**src/hdl/rv32i_pkg.sv**
```systemverilog
// RV32I execute slice shared widths, instruction encodings and control types
package rv32i_pkg;

  localparam int WORD_W     = 32;
  localparam int REG_ADDR_W = 5;
  localparam int NUM_REGS   = 2 ** REG_ADDR_W;

  // jal x0, 0 spins on itself and is taken as the end of a program
  localparam logic [WORD_W-1:0] HALT_INSN = 32'h0000_006f;

  // Major opcodes, instr[6:0]
  typedef enum logic [6:0] {
    LUI     = 7'b0110111,
    AUIPC   = 7'b0010111,
    JAL     = 7'b1101111,
    JALR    = 7'b1100111,
    BRANCH  = 7'b1100011,
    LOAD    = 7'b0000011,
    STORE   = 7'b0100011,
    IMMED   = 7'b0010011,
    REGREG  = 7'b0110011,
    MISCMEM = 7'b0001111,
    SYSTEM  = 7'b1110011
  } opcode_t;

  typedef enum logic [3:0] {
    ALU_ADD  = 4'd0,
    ALU_SUB  = 4'd1,
    ALU_SLL  = 4'd2,
    ALU_SRL  = 4'd3,
    ALU_SRA  = 4'd4,
    ALU_AND  = 4'd5,
    ALU_OR   = 4'd6,
    ALU_XOR  = 4'd7,
    ALU_SLT  = 4'd8,
    ALU_SLTU = 4'd9
  } alu_op_t;

  // funct3 for immediate arithmetic
  typedef enum logic [2:0] {
    ADDI  = 3'd0,
    SLLI  = 3'd1,
    SLTI  = 3'd2,
    SLTIU = 3'd3,
    XORI  = 3'd4,
    SRI   = 3'd5,
    ORI   = 3'd6,
    ANDI  = 3'd7
  } funct3_imm_t;

  // funct3 for register arithmetic, bit 30 picks sub and sra
  typedef enum logic [2:0] {
    ADDSUB = 3'd0,
    SLL    = 3'd1,
    SLT    = 3'd2,
    SLTU   = 3'd3,
    XOR    = 3'd4,
    SR     = 3'd5,
    OR     = 3'd6,
    AND    = 3'd7
  } funct3_reg_t;

  typedef enum logic [2:0] {
    LB  = 3'd0,
    LH  = 3'd1,
    LW  = 3'd2,
    LBU = 3'd4,
    LHU = 3'd5
  } load_t;

  typedef enum logic [2:0] {
    BEQ  = 3'd0,
    BNE  = 3'd1,
    BLT  = 3'd4,
    BGE  = 3'd5,
    BLTU = 3'd6,
    BGEU = 3'd7
  } branch_t;

  typedef enum logic [2:0] {
    PRIV   = 3'd0,
    CSRRW  = 3'd1,
    CSRRS  = 3'd2,
    CSRRC  = 3'd3,
    CSRRWI = 3'd5,
    CSRRSI = 3'd6,
    CSRRCI = 3'd7
  } system_t;

  // imm[11:0] of a PRIV system instruction
  typedef enum logic [11:0] {
    ECALL  = 12'h000,
    EBREAK = 12'h001,
    MRET   = 12'h302
  } priv_insn_t;

  typedef enum logic [1:0] {
    WB_LOAD  = 2'd0,
    WB_LINK  = 2'd1,
    WB_UPPER = 2'd2,
    WB_ALU   = 2'd3
  } wsel_t;

endpackage

```
**src/hdl/alu.sv**
```systemverilog
// ALU: ten-operation integer unit for the RV32I execute slice
`timescale 1ns/1ns

module alu import rv32i_pkg::*; (
  input  alu_op_t           op_i,
  input  logic [WORD_W-1:0] a_i,
  input  logic [WORD_W-1:0] b_i,
  output logic [WORD_W-1:0] result_o
);

  logic [4:0] shamt;
  logic       lt_signed;
  logic       lt_unsigned;

  // Shift amount from the low five bits only
  assign shamt = b_i[4:0];

  assign lt_signed   = ($signed(a_i) < $signed(b_i));
  assign lt_unsigned = (a_i < b_i);

  always_comb begin
    case (op_i)
      ALU_ADD:  result_o = a_i + b_i;
      ALU_SUB:  result_o = a_i - b_i;
      ALU_SLL:  result_o = a_i << shamt;
      ALU_SRL:  result_o = a_i >> shamt;
      ALU_SRA:  result_o = $unsigned($signed(a_i) >>> shamt);
      ALU_AND:  result_o = a_i & b_i;
      ALU_OR:   result_o = a_i | b_i;
      ALU_XOR:  result_o = a_i ^ b_i;
      ALU_SLT:  result_o = {{(WORD_W-1){1'b0}}, lt_signed};
      ALU_SLTU: result_o = {{(WORD_W-1){1'b0}}, lt_unsigned};
      default:  result_o = a_i + b_i;
    endcase
  end

endmodule

```
**src/hdl/branch_unit.sv**
```systemverilog
// Branch unit: resolves branch conditions and jump targets into the next pc
`timescale 1ns/1ns

module branch_unit import rv32i_pkg::*; (
  input  logic [WORD_W-1:0] pc_i,
  input  logic [WORD_W-1:0] rs1_data_i,
  input  logic [WORD_W-1:0] rs2_data_i,
  input  logic [WORD_W-1:0] imm_i,
  input  logic              branch_i,
  input  branch_t           branch_type_i,
  input  logic              jump_i,
  input  logic              j_sel_i,
  output logic              taken_o,
  output logic [WORD_W-1:0] next_pc_o
);

  logic              cond;
  logic [WORD_W-1:0] jalr_target;

  always_comb begin
    case (branch_type_i)
      BEQ:     cond = (rs1_data_i == rs2_data_i);
      BNE:     cond = (rs1_data_i != rs2_data_i);
      BLT:     cond = ($signed(rs1_data_i) < $signed(rs2_data_i));
      BGE:     cond = ($signed(rs1_data_i) >= $signed(rs2_data_i));
      BLTU:    cond = (rs1_data_i < rs2_data_i);
      BGEU:    cond = (rs1_data_i >= rs2_data_i);
      default: cond = 1'b0;
    endcase
  end

  // Jumps count as taken too
  assign taken_o = jump_i || (branch_i && cond);

  assign jalr_target = (rs1_data_i + imm_i) & ~32'd1;

  always_comb begin
    if (jump_i && !j_sel_i)
      next_pc_o = jalr_target;
    else if (taken_o)
      next_pc_o = pc_i + imm_i;
    else
      next_pc_o = pc_i + 32'd4;
  end

endmodule

```
**src/hdl/control_unit.sv**
```systemverilog
// Control unit: combinational RV32I decode into register selects, immediate and strobes
`timescale 1ns/1ns

module control_unit import rv32i_pkg::*; (
  input  logic [WORD_W-1:0]     instr_i,
  output logic [REG_ADDR_W-1:0] rs1_o,
  output logic [REG_ADDR_W-1:0] rs2_o,
  output logic [REG_ADDR_W-1:0] rd_o,
  output logic [WORD_W-1:0]     imm_o,
  output alu_op_t               alu_op_o,
  output logic                  alu_a_pc_o,
  output logic                  alu_b_imm_o,
  output wsel_t                 w_sel_o,
  output logic                  wen_o,
  output logic                  dren_o,
  output logic                  dwen_o,
  output load_t                 load_type_o,
  output logic                  branch_o,
  output branch_t               branch_type_o,
  output logic                  jump_o,
  output logic                  j_sel_o,
  output logic                  halt_o,
  output logic                  illegal_o,
  output logic                  ecall_o,
  output logic                  ebreak_o,
  output logic                  mret_o,
  output logic                  csr_o
);

  opcode_t           opcode;
  funct3_imm_t       f3_imm;
  funct3_reg_t       f3_reg;
  system_t           f3_sys;
  priv_insn_t        sys_imm;
  logic              is_imm;
  logic              is_reg;
  logic              shift_r;
  logic              add_sub;
  logic [WORD_W-1:0] imm_i_type;
  logic [WORD_W-1:0] imm_s_type;
  logic [WORD_W-1:0] imm_sb_type;
  logic [WORD_W-1:0] imm_uj_type;
  logic [WORD_W-1:0] imm_u_type;

  assign opcode  = opcode_t'(instr_i[6:0]);
  assign f3_imm  = funct3_imm_t'(instr_i[14:12]);
  assign f3_reg  = funct3_reg_t'(instr_i[14:12]);
  assign f3_sys  = system_t'(instr_i[14:12]);
  assign sys_imm = priv_insn_t'(instr_i[31:20]);
  assign is_imm  = (opcode == IMMED);
  assign is_reg  = (opcode == REGREG);

  assign rs1_o = instr_i[19:15];
  assign rs2_o = instr_i[24:20];
  assign rd_o  = instr_i[11:7];

  // Immediate formats, all sign extended from bit 31
  assign imm_i_type  = {{20{instr_i[31]}}, instr_i[31:20]};
  assign imm_s_type  = {{20{instr_i[31]}}, instr_i[31:25], instr_i[11:7]};
  assign imm_sb_type = {{19{instr_i[31]}}, instr_i[31], instr_i[7], instr_i[30:25],
                        instr_i[11:8], 1'b0};
  assign imm_uj_type = {{11{instr_i[31]}}, instr_i[31], instr_i[19:12], instr_i[20],
                        instr_i[30:21], 1'b0};
  assign imm_u_type  = {instr_i[31:12], 12'b0};

  always_comb begin
    case (opcode)
      STORE:      imm_o = imm_s_type;
      BRANCH:     imm_o = imm_sb_type;
      JAL:        imm_o = imm_uj_type;
      LUI, AUIPC: imm_o = imm_u_type;
      default:    imm_o = imm_i_type;
    endcase
  end

  assign load_type_o   = load_t'(instr_i[14:12]);
  assign branch_type_o = branch_t'(instr_i[14:12]);

  assign dren_o   = (opcode == LOAD);
  assign dwen_o   = (opcode == STORE);
  assign branch_o = (opcode == BRANCH);
  assign jump_o   = (opcode == JAL) || (opcode == JALR);
  assign j_sel_o  = (opcode == JAL);

  // Operand A takes the pc for AUIPC and both jumps
  assign alu_a_pc_o  = (opcode == AUIPC) || jump_o;
  // Only register ops and branches compare or combine rs2
  assign alu_b_imm_o = !(is_reg || (opcode == BRANCH));

  always_comb begin
    case (opcode)
      LOAD:      w_sel_o = WB_LOAD;
      JAL, JALR: w_sel_o = WB_LINK;
      LUI:       w_sel_o = WB_UPPER;
      default:   w_sel_o = WB_ALU;
    endcase
  end

  // System instructions report flags only and never write rd
  always_comb begin
    case (opcode)
      LUI, AUIPC, JAL, JALR, LOAD, IMMED, REGREG: wen_o = 1'b1;
      default:                                    wen_o = 1'b0;
    endcase
  end

  assign shift_r = (is_imm && f3_imm == SRI) || (is_reg && f3_reg == SR);
  assign add_sub = is_reg && (f3_reg == ADDSUB);

  // Priority chain, address arithmetic and jumps fall through to add
  always_comb begin
    if ((is_imm && f3_imm == SLLI) || (is_reg && f3_reg == SLL))
      alu_op_o = ALU_SLL;
    else if (shift_r && instr_i[30])
      alu_op_o = ALU_SRA;
    else if (shift_r)
      alu_op_o = ALU_SRL;
    else if ((is_imm && f3_imm == ADDI) || (add_sub && !instr_i[30]) ||
             opcode == AUIPC || opcode == LOAD || opcode == STORE)
      alu_op_o = ALU_ADD;
    else if (add_sub)
      alu_op_o = ALU_SUB;
    else if ((is_imm && f3_imm == ANDI) || (is_reg && f3_reg == AND))
      alu_op_o = ALU_AND;
    else if ((is_imm && f3_imm == ORI) || (is_reg && f3_reg == OR))
      alu_op_o = ALU_OR;
    else if ((is_imm && f3_imm == XORI) || (is_reg && f3_reg == XOR))
      alu_op_o = ALU_XOR;
    else if ((is_imm && f3_imm == SLTI) || (is_reg && f3_reg == SLT))
      alu_op_o = ALU_SLT;
    else if ((is_imm && f3_imm == SLTIU) || (is_reg && f3_reg == SLTU))
      alu_op_o = ALU_SLTU;
    else
      alu_op_o = ALU_ADD;
  end

  assign halt_o = (instr_i == HALT_INSN);

  always_comb begin
    case (opcode)
      REGREG:                             illegal_o = instr_i[25];
      LUI, AUIPC, JAL, JALR, BRANCH, LOAD,
      STORE, IMMED, MISCMEM, SYSTEM:      illegal_o = 1'b0;
      default:                            illegal_o = 1'b1;
    endcase
  end

  // Privileged forms share funct3 PRIV and differ in imm[11:0]
  assign ecall_o  = (opcode == SYSTEM) && (f3_sys == PRIV) && (sys_imm == ECALL);
  assign ebreak_o = (opcode == SYSTEM) && (f3_sys == PRIV) && (sys_imm == EBREAK);
  assign mret_o   = (opcode == SYSTEM) && (f3_sys == PRIV) && (sys_imm == MRET);

  always_comb begin
    csr_o = 1'b0;
    if (opcode == SYSTEM) begin
      case (f3_sys)
        CSRRW, CSRRS, CSRRC, CSRRWI, CSRRSI, CSRRCI: csr_o = 1'b1;
        default:                                     csr_o = 1'b0;
      endcase
    end
  end

endmodule

```
**src/hdl/exec_core.sv**
```systemverilog
// Execute core: RV32I single-cycle execute slice with data memory port and registered results
`timescale 1ns/1ns

module exec_core import rv32i_pkg::*; (
  input  logic                  clk_i,
  input  logic                  rst_i,
  input  logic                  instr_valid_i,
  input  logic [WORD_W-1:0]     instr_i,
  input  logic [WORD_W-1:0]     pc_i,
  input  logic [WORD_W-1:0]     dmem_rdata_i,
  output logic [WORD_W-1:0]     dmem_addr_o,
  output logic [WORD_W-1:0]     dmem_wdata_o,
  output logic                  dmem_ren_o,
  output logic                  dmem_wen_o,
  output logic                  wb_valid_o,
  output logic [REG_ADDR_W-1:0] wb_rd_o,
  output logic [WORD_W-1:0]     wb_data_o,
  output logic [WORD_W-1:0]     next_pc_o,
  output logic                  branch_taken_o,
  output logic                  halt_o,
  output logic                  illegal_o,
  output logic                  ecall_o,
  output logic                  ebreak_o,
  output logic                  mret_o,
  output logic                  csr_o
);

  logic [REG_ADDR_W-1:0] rs1;
  logic [REG_ADDR_W-1:0] rs2;
  logic [REG_ADDR_W-1:0] rd;
  logic [WORD_W-1:0]     imm;
  alu_op_t               alu_op;
  logic                  alu_a_pc;
  logic                  alu_b_imm;
  wsel_t                 w_sel;
  logic                  cu_wen;
  logic                  cu_dren;
  logic                  cu_dwen;
  load_t                 load_type;
  logic                  branch;
  branch_t               branch_type;
  logic                  jump;
  logic                  j_sel;
  logic                  cu_halt;
  logic                  cu_illegal;
  logic                  cu_ecall;
  logic                  cu_ebreak;
  logic                  cu_mret;
  logic                  cu_csr;
  logic [WORD_W-1:0]     rs1_data;
  logic [WORD_W-1:0]     rs2_data;
  logic [WORD_W-1:0]     alu_a;
  logic [WORD_W-1:0]     alu_b;
  logic [WORD_W-1:0]     alu_result;
  logic                  taken;
  logic [WORD_W-1:0]     target_pc;
  logic                  insn_ok;
  logic                  rf_wen;
  logic [1:0]            byte_off;
  logic [7:0]            load_byte;
  logic [15:0]           load_half;
  logic [WORD_W-1:0]     load_data;
  logic [WORD_W-1:0]     wb_data;

  control_unit control_unit_inst (
    .instr_i       (instr_i),
    .rs1_o         (rs1),
    .rs2_o         (rs2),
    .rd_o          (rd),
    .imm_o         (imm),
    .alu_op_o      (alu_op),
    .alu_a_pc_o    (alu_a_pc),
    .alu_b_imm_o   (alu_b_imm),
    .w_sel_o       (w_sel),
    .wen_o         (cu_wen),
    .dren_o        (cu_dren),
    .dwen_o        (cu_dwen),
    .load_type_o   (load_type),
    .branch_o      (branch),
    .branch_type_o (branch_type),
    .jump_o        (jump),
    .j_sel_o       (j_sel),
    .halt_o        (cu_halt),
    .illegal_o     (cu_illegal),
    .ecall_o       (cu_ecall),
    .ebreak_o      (cu_ebreak),
    .mret_o        (cu_mret),
    .csr_o         (cu_csr)
  );

  // Illegal instructions never write a register or touch memory
  assign insn_ok = instr_valid_i && !cu_illegal;
  assign rf_wen  = insn_ok && cu_wen;

  reg_file reg_file_inst (
    .clk_i    (clk_i),
    .rst_i    (rst_i),
    .rs1_i    (rs1),
    .rs2_i    (rs2),
    .rd_i     (rd),
    .wen_i    (rf_wen),
    .wdata_i  (wb_data),
    .rdata1_o (rs1_data),
    .rdata2_o (rs2_data)
  );

  assign alu_a = alu_a_pc ? pc_i : rs1_data;
  assign alu_b = alu_b_imm ? imm : rs2_data;

  alu alu_inst (
    .op_i     (alu_op),
    .a_i      (alu_a),
    .b_i      (alu_b),
    .result_o (alu_result)
  );

  branch_unit branch_unit_inst (
    .pc_i          (pc_i),
    .rs1_data_i    (rs1_data),
    .rs2_data_i    (rs2_data),
    .imm_i         (imm),
    .branch_i      (branch),
    .branch_type_i (branch_type),
    .jump_i        (jump),
    .j_sel_i       (j_sel),
    .taken_o       (taken),
    .next_pc_o     (target_pc)
  );

  assign dmem_addr_o  = alu_result;
  assign dmem_wdata_o = rs2_data;
  assign dmem_ren_o   = insn_ok && cu_dren;
  assign dmem_wen_o   = insn_ok && cu_dwen;

  // Pick the addressed byte or halfword out of the returned word
  assign byte_off  = alu_result[1:0];
  assign load_byte = dmem_rdata_i[{byte_off, 3'b000} +: 8];
  assign load_half = dmem_rdata_i[{byte_off[1], 4'b0000} +: 16];

  always_comb begin
    case (load_type)
      LB:      load_data = {{24{load_byte[7]}}, load_byte};
      LH:      load_data = {{16{load_half[15]}}, load_half};
      LBU:     load_data = {24'b0, load_byte};
      LHU:     load_data = {16'b0, load_half};
      default: load_data = dmem_rdata_i;
    endcase
  end

  always_comb begin
    case (w_sel)
      WB_LOAD:  wb_data = load_data;
      WB_LINK:  wb_data = pc_i + 32'd4;
      WB_UPPER: wb_data = imm;
      default:  wb_data = alu_result;
    endcase
  end

  // Results show up one cycle after the instruction, flags drop on idle cycles
  always_ff @(posedge clk_i) begin
    if (rst_i) begin
      wb_valid_o     <= 1'b0;
      wb_rd_o        <= '0;
      wb_data_o      <= '0;
      next_pc_o      <= '0;
      branch_taken_o <= 1'b0;
      halt_o         <= 1'b0;
      illegal_o      <= 1'b0;
      ecall_o        <= 1'b0;
      ebreak_o       <= 1'b0;
      mret_o         <= 1'b0;
      csr_o          <= 1'b0;
    end else begin
      wb_valid_o     <= rf_wen;
      branch_taken_o <= instr_valid_i && taken;
      halt_o         <= instr_valid_i && cu_halt;
      illegal_o      <= instr_valid_i && cu_illegal;
      ecall_o        <= instr_valid_i && cu_ecall;
      ebreak_o       <= instr_valid_i && cu_ebreak;
      mret_o         <= instr_valid_i && cu_mret;
      csr_o          <= instr_valid_i && cu_csr;
      if (instr_valid_i) begin
        wb_rd_o   <= rd;
        wb_data_o <= wb_data;
        next_pc_o <= target_pc;
      end
    end
  end

endmodule

```
**src/hdl/reg_file.sv**
```systemverilog
// Register file: 32 x 32-bit, two combinational read ports, one write port, x0 tied to zero
`timescale 1ns/1ns

module reg_file import rv32i_pkg::*; (
  input  logic                  clk_i,
  input  logic                  rst_i,
  input  logic [REG_ADDR_W-1:0] rs1_i,
  input  logic [REG_ADDR_W-1:0] rs2_i,
  input  logic [REG_ADDR_W-1:0] rd_i,
  input  logic                  wen_i,
  input  logic [WORD_W-1:0]     wdata_i,
  output logic [WORD_W-1:0]     rdata1_o,
  output logic [WORD_W-1:0]     rdata2_o
);

  logic [WORD_W-1:0] regs [NUM_REGS];

  always_ff @(posedge clk_i) begin
    if (rst_i) begin
      for (int i = 0; i < NUM_REGS; i++) begin
        regs[i] <= '0;
      end
    end else if (wen_i && (rd_i != '0)) begin
      regs[rd_i] <= wdata_i;
    end
  end

  // x0 is never written, so it keeps its reset value of zero
  assign rdata1_o = regs[rs1_i];
  assign rdata2_o = regs[rs2_i];

endmodule

```
**config.mk**
```make
export PLATFORM = sky130hd
export DESIGN_NAME = exec_core
export DESIGN_NICKNAME = d
export VERILOG_FILES = /design/src/hdl/rv32i_pkg.sv /design/src/hdl/alu.sv /design/src/hdl/branch_unit.sv /design/src/hdl/control_unit.sv /design/src/hdl/exec_core.sv /design/src/hdl/reg_file.sv
export SDC_FILE = /design/constraint.sdc
export NUM_CORES = 2
export LEC_CHECK = 0
export BUFFER_PORTS_ARGS = -buffer_cell sky130_fd_sc_hd__buf_2
export CAP_MARGIN = 10
export CORE_MARGIN = 2
export CORE_UTILIZATION = 45
export DETAILED_ROUTE_END_ITERATION = 16
export HOLD_SLACK_MARGIN = 0.06
export SETUP_SLACK_MARGIN = 0.02
export SLEW_MARGIN = 20
export SYNTH_ARGS = -nofsm -noshare
export SYNTH_HDL_FRONTEND = slang
export SYNTH_SLANG_ARGS = --single-unit
```
**constraint.sdc**
```tcl
create_clock -name clk_i -period 19.4 [get_ports clk_i]
set_input_delay 5.82 -clock clk_i [delete_from_list [all_inputs] [get_ports clk_i]]
set_output_delay 5.82 -clock clk_i [all_outputs]
set_load 0.02 [all_outputs]
```
==> parameters.txt <==
Parameter                              Value

Run status
  Run status ... finished, final reports clean

Final layout
  Ratio of cells with drive above 1 in the final layout ... 21.0%
  Number of fill cells in the layout ... 14.0k
  Number of nets in the layout ... 6897
  Commonest cells after routing, fill and taps aside ... sky130_fd_sc_hd__nor2_1 (1227), sky130_fd_sc_hd__edfxtp_1 (1024), sky130_fd_sc_hd__mux2i_1 (458)
  Layout overhead on the synthesized area ... 12.1%
  Final non-filler cell area ... 80200 um2
  Most common library cell in the layout ignoring fill and taps ... sky130_fd_sc_hd__nor2_1

STA
  Max_slew headroom ... 13.2%
  Tightest Pin Transition ... 1.29 ns
  Number of hold-slack violations in the final timing report ... 0
  Max Freq ... 53.0 MHz
  Post-route setup TNS ... 0 ns
  RSZ-0062 raised after global routing ... false
  Final worst path period share ... 97.2%
  Number of slew-limit violations in the final report ... 0
  Final critical path time including I/O delays and setup ... 18.86 ns
  Setup violation total in the final timing report ... 0
  Clock Skews ... 0.0773 ns

Synthesis
  Post-synth design cell area ... 71500 um2
  Flip-flop cell with the highest count after synthesis ... sky130_fd_sc_hd__edfxtp_1
  Synth top area cells ... sky130_fd_sc_hd__edfxtp_1 (43%), sky130_fd_sc_hd__mux4_2 (13%), sky130_fd_sc_hd__nor2_1 (6.5%)
  Number of instances in the synthesized netlist ... 6459
  Share of the synthesized area in the top cell type ... 43.0%
  Synth Warn # ... 0
  Biggest area consumer among synthesized cells ... sky130_fd_sc_hd__edfxtp_1
  Distinct cell type count after synthesis ... 98
  Syn avg cell area ... 11.1 um2
  Share of synthesized area occupied by flip-flops and latches ... 45.2%
  Number of storage elements in the synthesis netlist ... 1101
  Post-synth EDFFs ... 1024
  Proportion of synthesized flip-flops having asynchronous set or reset ... 0%

Critical path
  Critical path, cell by cell ... buf_8, buf_4, mux4_2, mux4_2, mux2i_1, nand2_1, o21a_1, ha_1, nand2_1, nor3_1, o21ai_0, a31oi_1, buf_4, o21ai_0, o21ai_0, a211oi_1, o21bai_1, nor2_1, a31o_2, a21boi_0, buf_2
  Delay of the slowest cell on the worst path ... 0.70 ns
  Cell with the largest stage delay on the worst path ... sky130_fd_sc_hd__mux2i_1
  Most frequent CP cell ... sky130_fd_sc_hd__o21ai_0
  Type of element capturing the critical path ... output pin
  Required time of the critical path ... 13.58 ns
  Startpoint type of the worst setup path ... input pin
  Worst setup path category ... input pin to output pin
  Endpoint arrival time on the critical path ... 13.04 ns
  Critical Path Fanout Max ... 97

Clock tree
  Clock sink count ... 1101
  Maximum clock path buffer count ... 3
  Clock buffer count from CTS ... 120
  Post-CTS repair timing setup buffer count ... 0
  Count of instances resized after the clock tree is built ... 0
  Number of hold-repair buffers added at the cts stage ... 0
  Clock tree from TritonCTS ... built
  Root buffer selected by CTS ... sky130_fd_sc_hd__clkbuf_16
  H-tree lvl count ... 3
  Clk Latency, worst-skew pair ... 0.80 ns
  Clk pin slew, worst setup/hold paths ... 0.05 ns

Floorplan
  Row Count ... 146
  Height of the die ... 403 um
  Floorplan die area ... 162000 um2
  Width of the chip ... 403 um
  CORE AREA ... 158000 um2
  Initial standard-cell utilization of the core ... 45.3%
  I/O Pins ... 242

Pwr
  Total power density per cell area ... 91.3 nW/um2
  Leakage power ... 30.5 nW
  Clock power share ... 32.7%
  Combinational share of power ... 29.9%
  Maximum ir drop on the vdd rail ... 0.0769 mV
  Total net switching power ... 2.61 mW
  Switching power as a share of total power ... 35.7%
  Fraction of power consumed by sequential logic ... 37.4%
  Internal power ... 4.70 mW

Placed design
  Half-perimeter wire length after placement ... 240000 um
  Post-DP Area ... 75900 um2
  Number of buffers added on ports ... 241
  Final weighted congestion in routability-driven placement ... 1.03

Detailed routing
  Residual DRC count ... 0
  Routed wirelength normalized by instance count ... 39.6 um
  Post-detailed-route via-to-cell ratio ... 7.01
  Count of vias placed by the detailed router ... 61.6k
  Pre-Repair DR Iteration Count ... 7
  Initial drt markers ... 9732
  Aggregate routed wire length ... 348000 um
  Residual antenna-violating net count after detailed routing ... 0

Global routing
  Number of global-route vias before repair ... 58.7k
  GRT busiest layer ... met2
  Overflow left after global routing ... 0
  Met1 routing resource usage after global routing ... 52.1%
  Number of antenna violations at the first check in global routing ... 15
  Routing usage on met2 ... 64.7%
  Pin count of the biggest net entering global routing ... 101
  GR Util met3 ... 9.09%
  First-pass GRT wire length ... 473000 um
  Tot GR Track Use ... 42.0%

Hold path
  Hold Path Class ... flop to flop

Run
  Number of max-cap violations ... 0
## cell type report
type	instances	area, um2	share of cell area [%]
clock buffers	142	3120	3.89
well taps	2072	2590	3.23
repair buffers	558	3920	4.89
inverters	197	739	0.922
multi-input cells	4625	36500	45.6
clock inverters	85	926	1.16
flip-flops and latches	1101	32300	40.3
diodes	15	37.5	0.0468
## cell usage after synthesis (all sizes together), types with 13 or more instances
master,count
mux4,412
a211oi,57
a31oi,28
inv,196
o21bai,24
nor2b,37
xor2,44
o31ai,20
a21boi,27
nor3,55
ha,191
nand4,30
or2,25
o21ai,220
a21o,59
nand3,87
o22a,13
o21a,28
mux2,63
buf,204
o221ai,16
a22oi,165
clkbuf,363
and2,36
nor4,38
mux2i,461
o22ai,77
or3,22
o211ai,67
and3,25
xnor2,66
a211o,16
edfxtp,1024
nand2,330
nand2b,72
dfxtp,77
a221o,22
a21oi,302
a221oi,38
nor2,1238
## registers in the layout, summed over array words and instances, names as in the netlist
signal / flops
next_pc_o: 32
wb_valid_o: 1
csr_o: 1
mret_o: 1
branch_taken_o: 1
halt_o: 1
illegal_o: 1
wb_rd_o: 5
ebreak_o: 1
wb_data_o: 32
reg_file_inst.regs: 1024
ecall_o: 1
## logic make-up (layout without fill, tap and decap cells)
group / after synthesis / in the layout / synth area share [%]
fa+ha+maj: 195 / 195 / 3.45
xor+xnor: 110 / 110 / 1.35
simple gates: 2044 / 2044 / 12.3
compound gates: 1308 / 1308 / 12.5
flops: 1101 / 1101 / 45.2
mux: 936 / 936 / 20.4
other cells: 1 / 47 / 0.00524
buf+inv: 764 / 982 / 4.79
## worst max-delay path, delay by kind of cell
family / cells / cell delay [ns]
adders and majority gates: 1 / 0.51
and+or+nand+nor: 4 / 0.54
AOI/OAI and AO/OA: 9 / 2.64
muxes: 3 / 1.58
buffers and inverters: 4 / 1.76
## final timing paths
path / startpoint / to / slack [ns] / cells after the start
worst max-delay path: instr_i[21] / dmem_addr_o[31] / 0.54 / 21
worst min-delay path: wb_data_o[20] / wb_data_o[20] / 0.44 / 2
worst max register to register: reg_file_inst.regs[27][0] / reg_file_inst.regs[1][10] / 11.09 / 26
worst min register to register: wb_data_o[20] / wb_data_o[20] / 0.44 / 2
## per-stage QoR
step	power, mW	hold WS, ns	cells	worst slack, ns	utilization (%)
6_report	7.32	0.445	8795	0.539	50.7
3_5_place_dp	4.86	0.437	8543	0.850	48.0
3_3_place_gp	4.85	0.429	8543	0.813	48.0
4_1_cts	7.21	0.449	8770	0.817	50.6
5_1_grt	7.47	0.467	8781	0.260	50.7
2_1_floorplan	4.05	0.517	6490	1.23	-
## power groups by stage
stage / logic (mW) / clock network (mW) / registers [mW]
after detailed placement: 2.07 / 0 / 2.78
final: 2.19 / 2.39 / 2.74
after floorplan: 1.27 / 0 / 2.78
after global routing: 2.25 / 2.47 / 2.74
after CTS: 2.08 / 2.39 / 2.73
after global placement: 2.07 / 0 / 2.78
## routing by layer
layer / vias up / share of wire (%)
met5: - / 0.023
met4: 12 / 9.0
met3: 1189 / 12
met2: 4933 / 45
met1: 30900 / 35
li1: 24600 / -
Note: power is estimated with default switching activity, not from simulation.
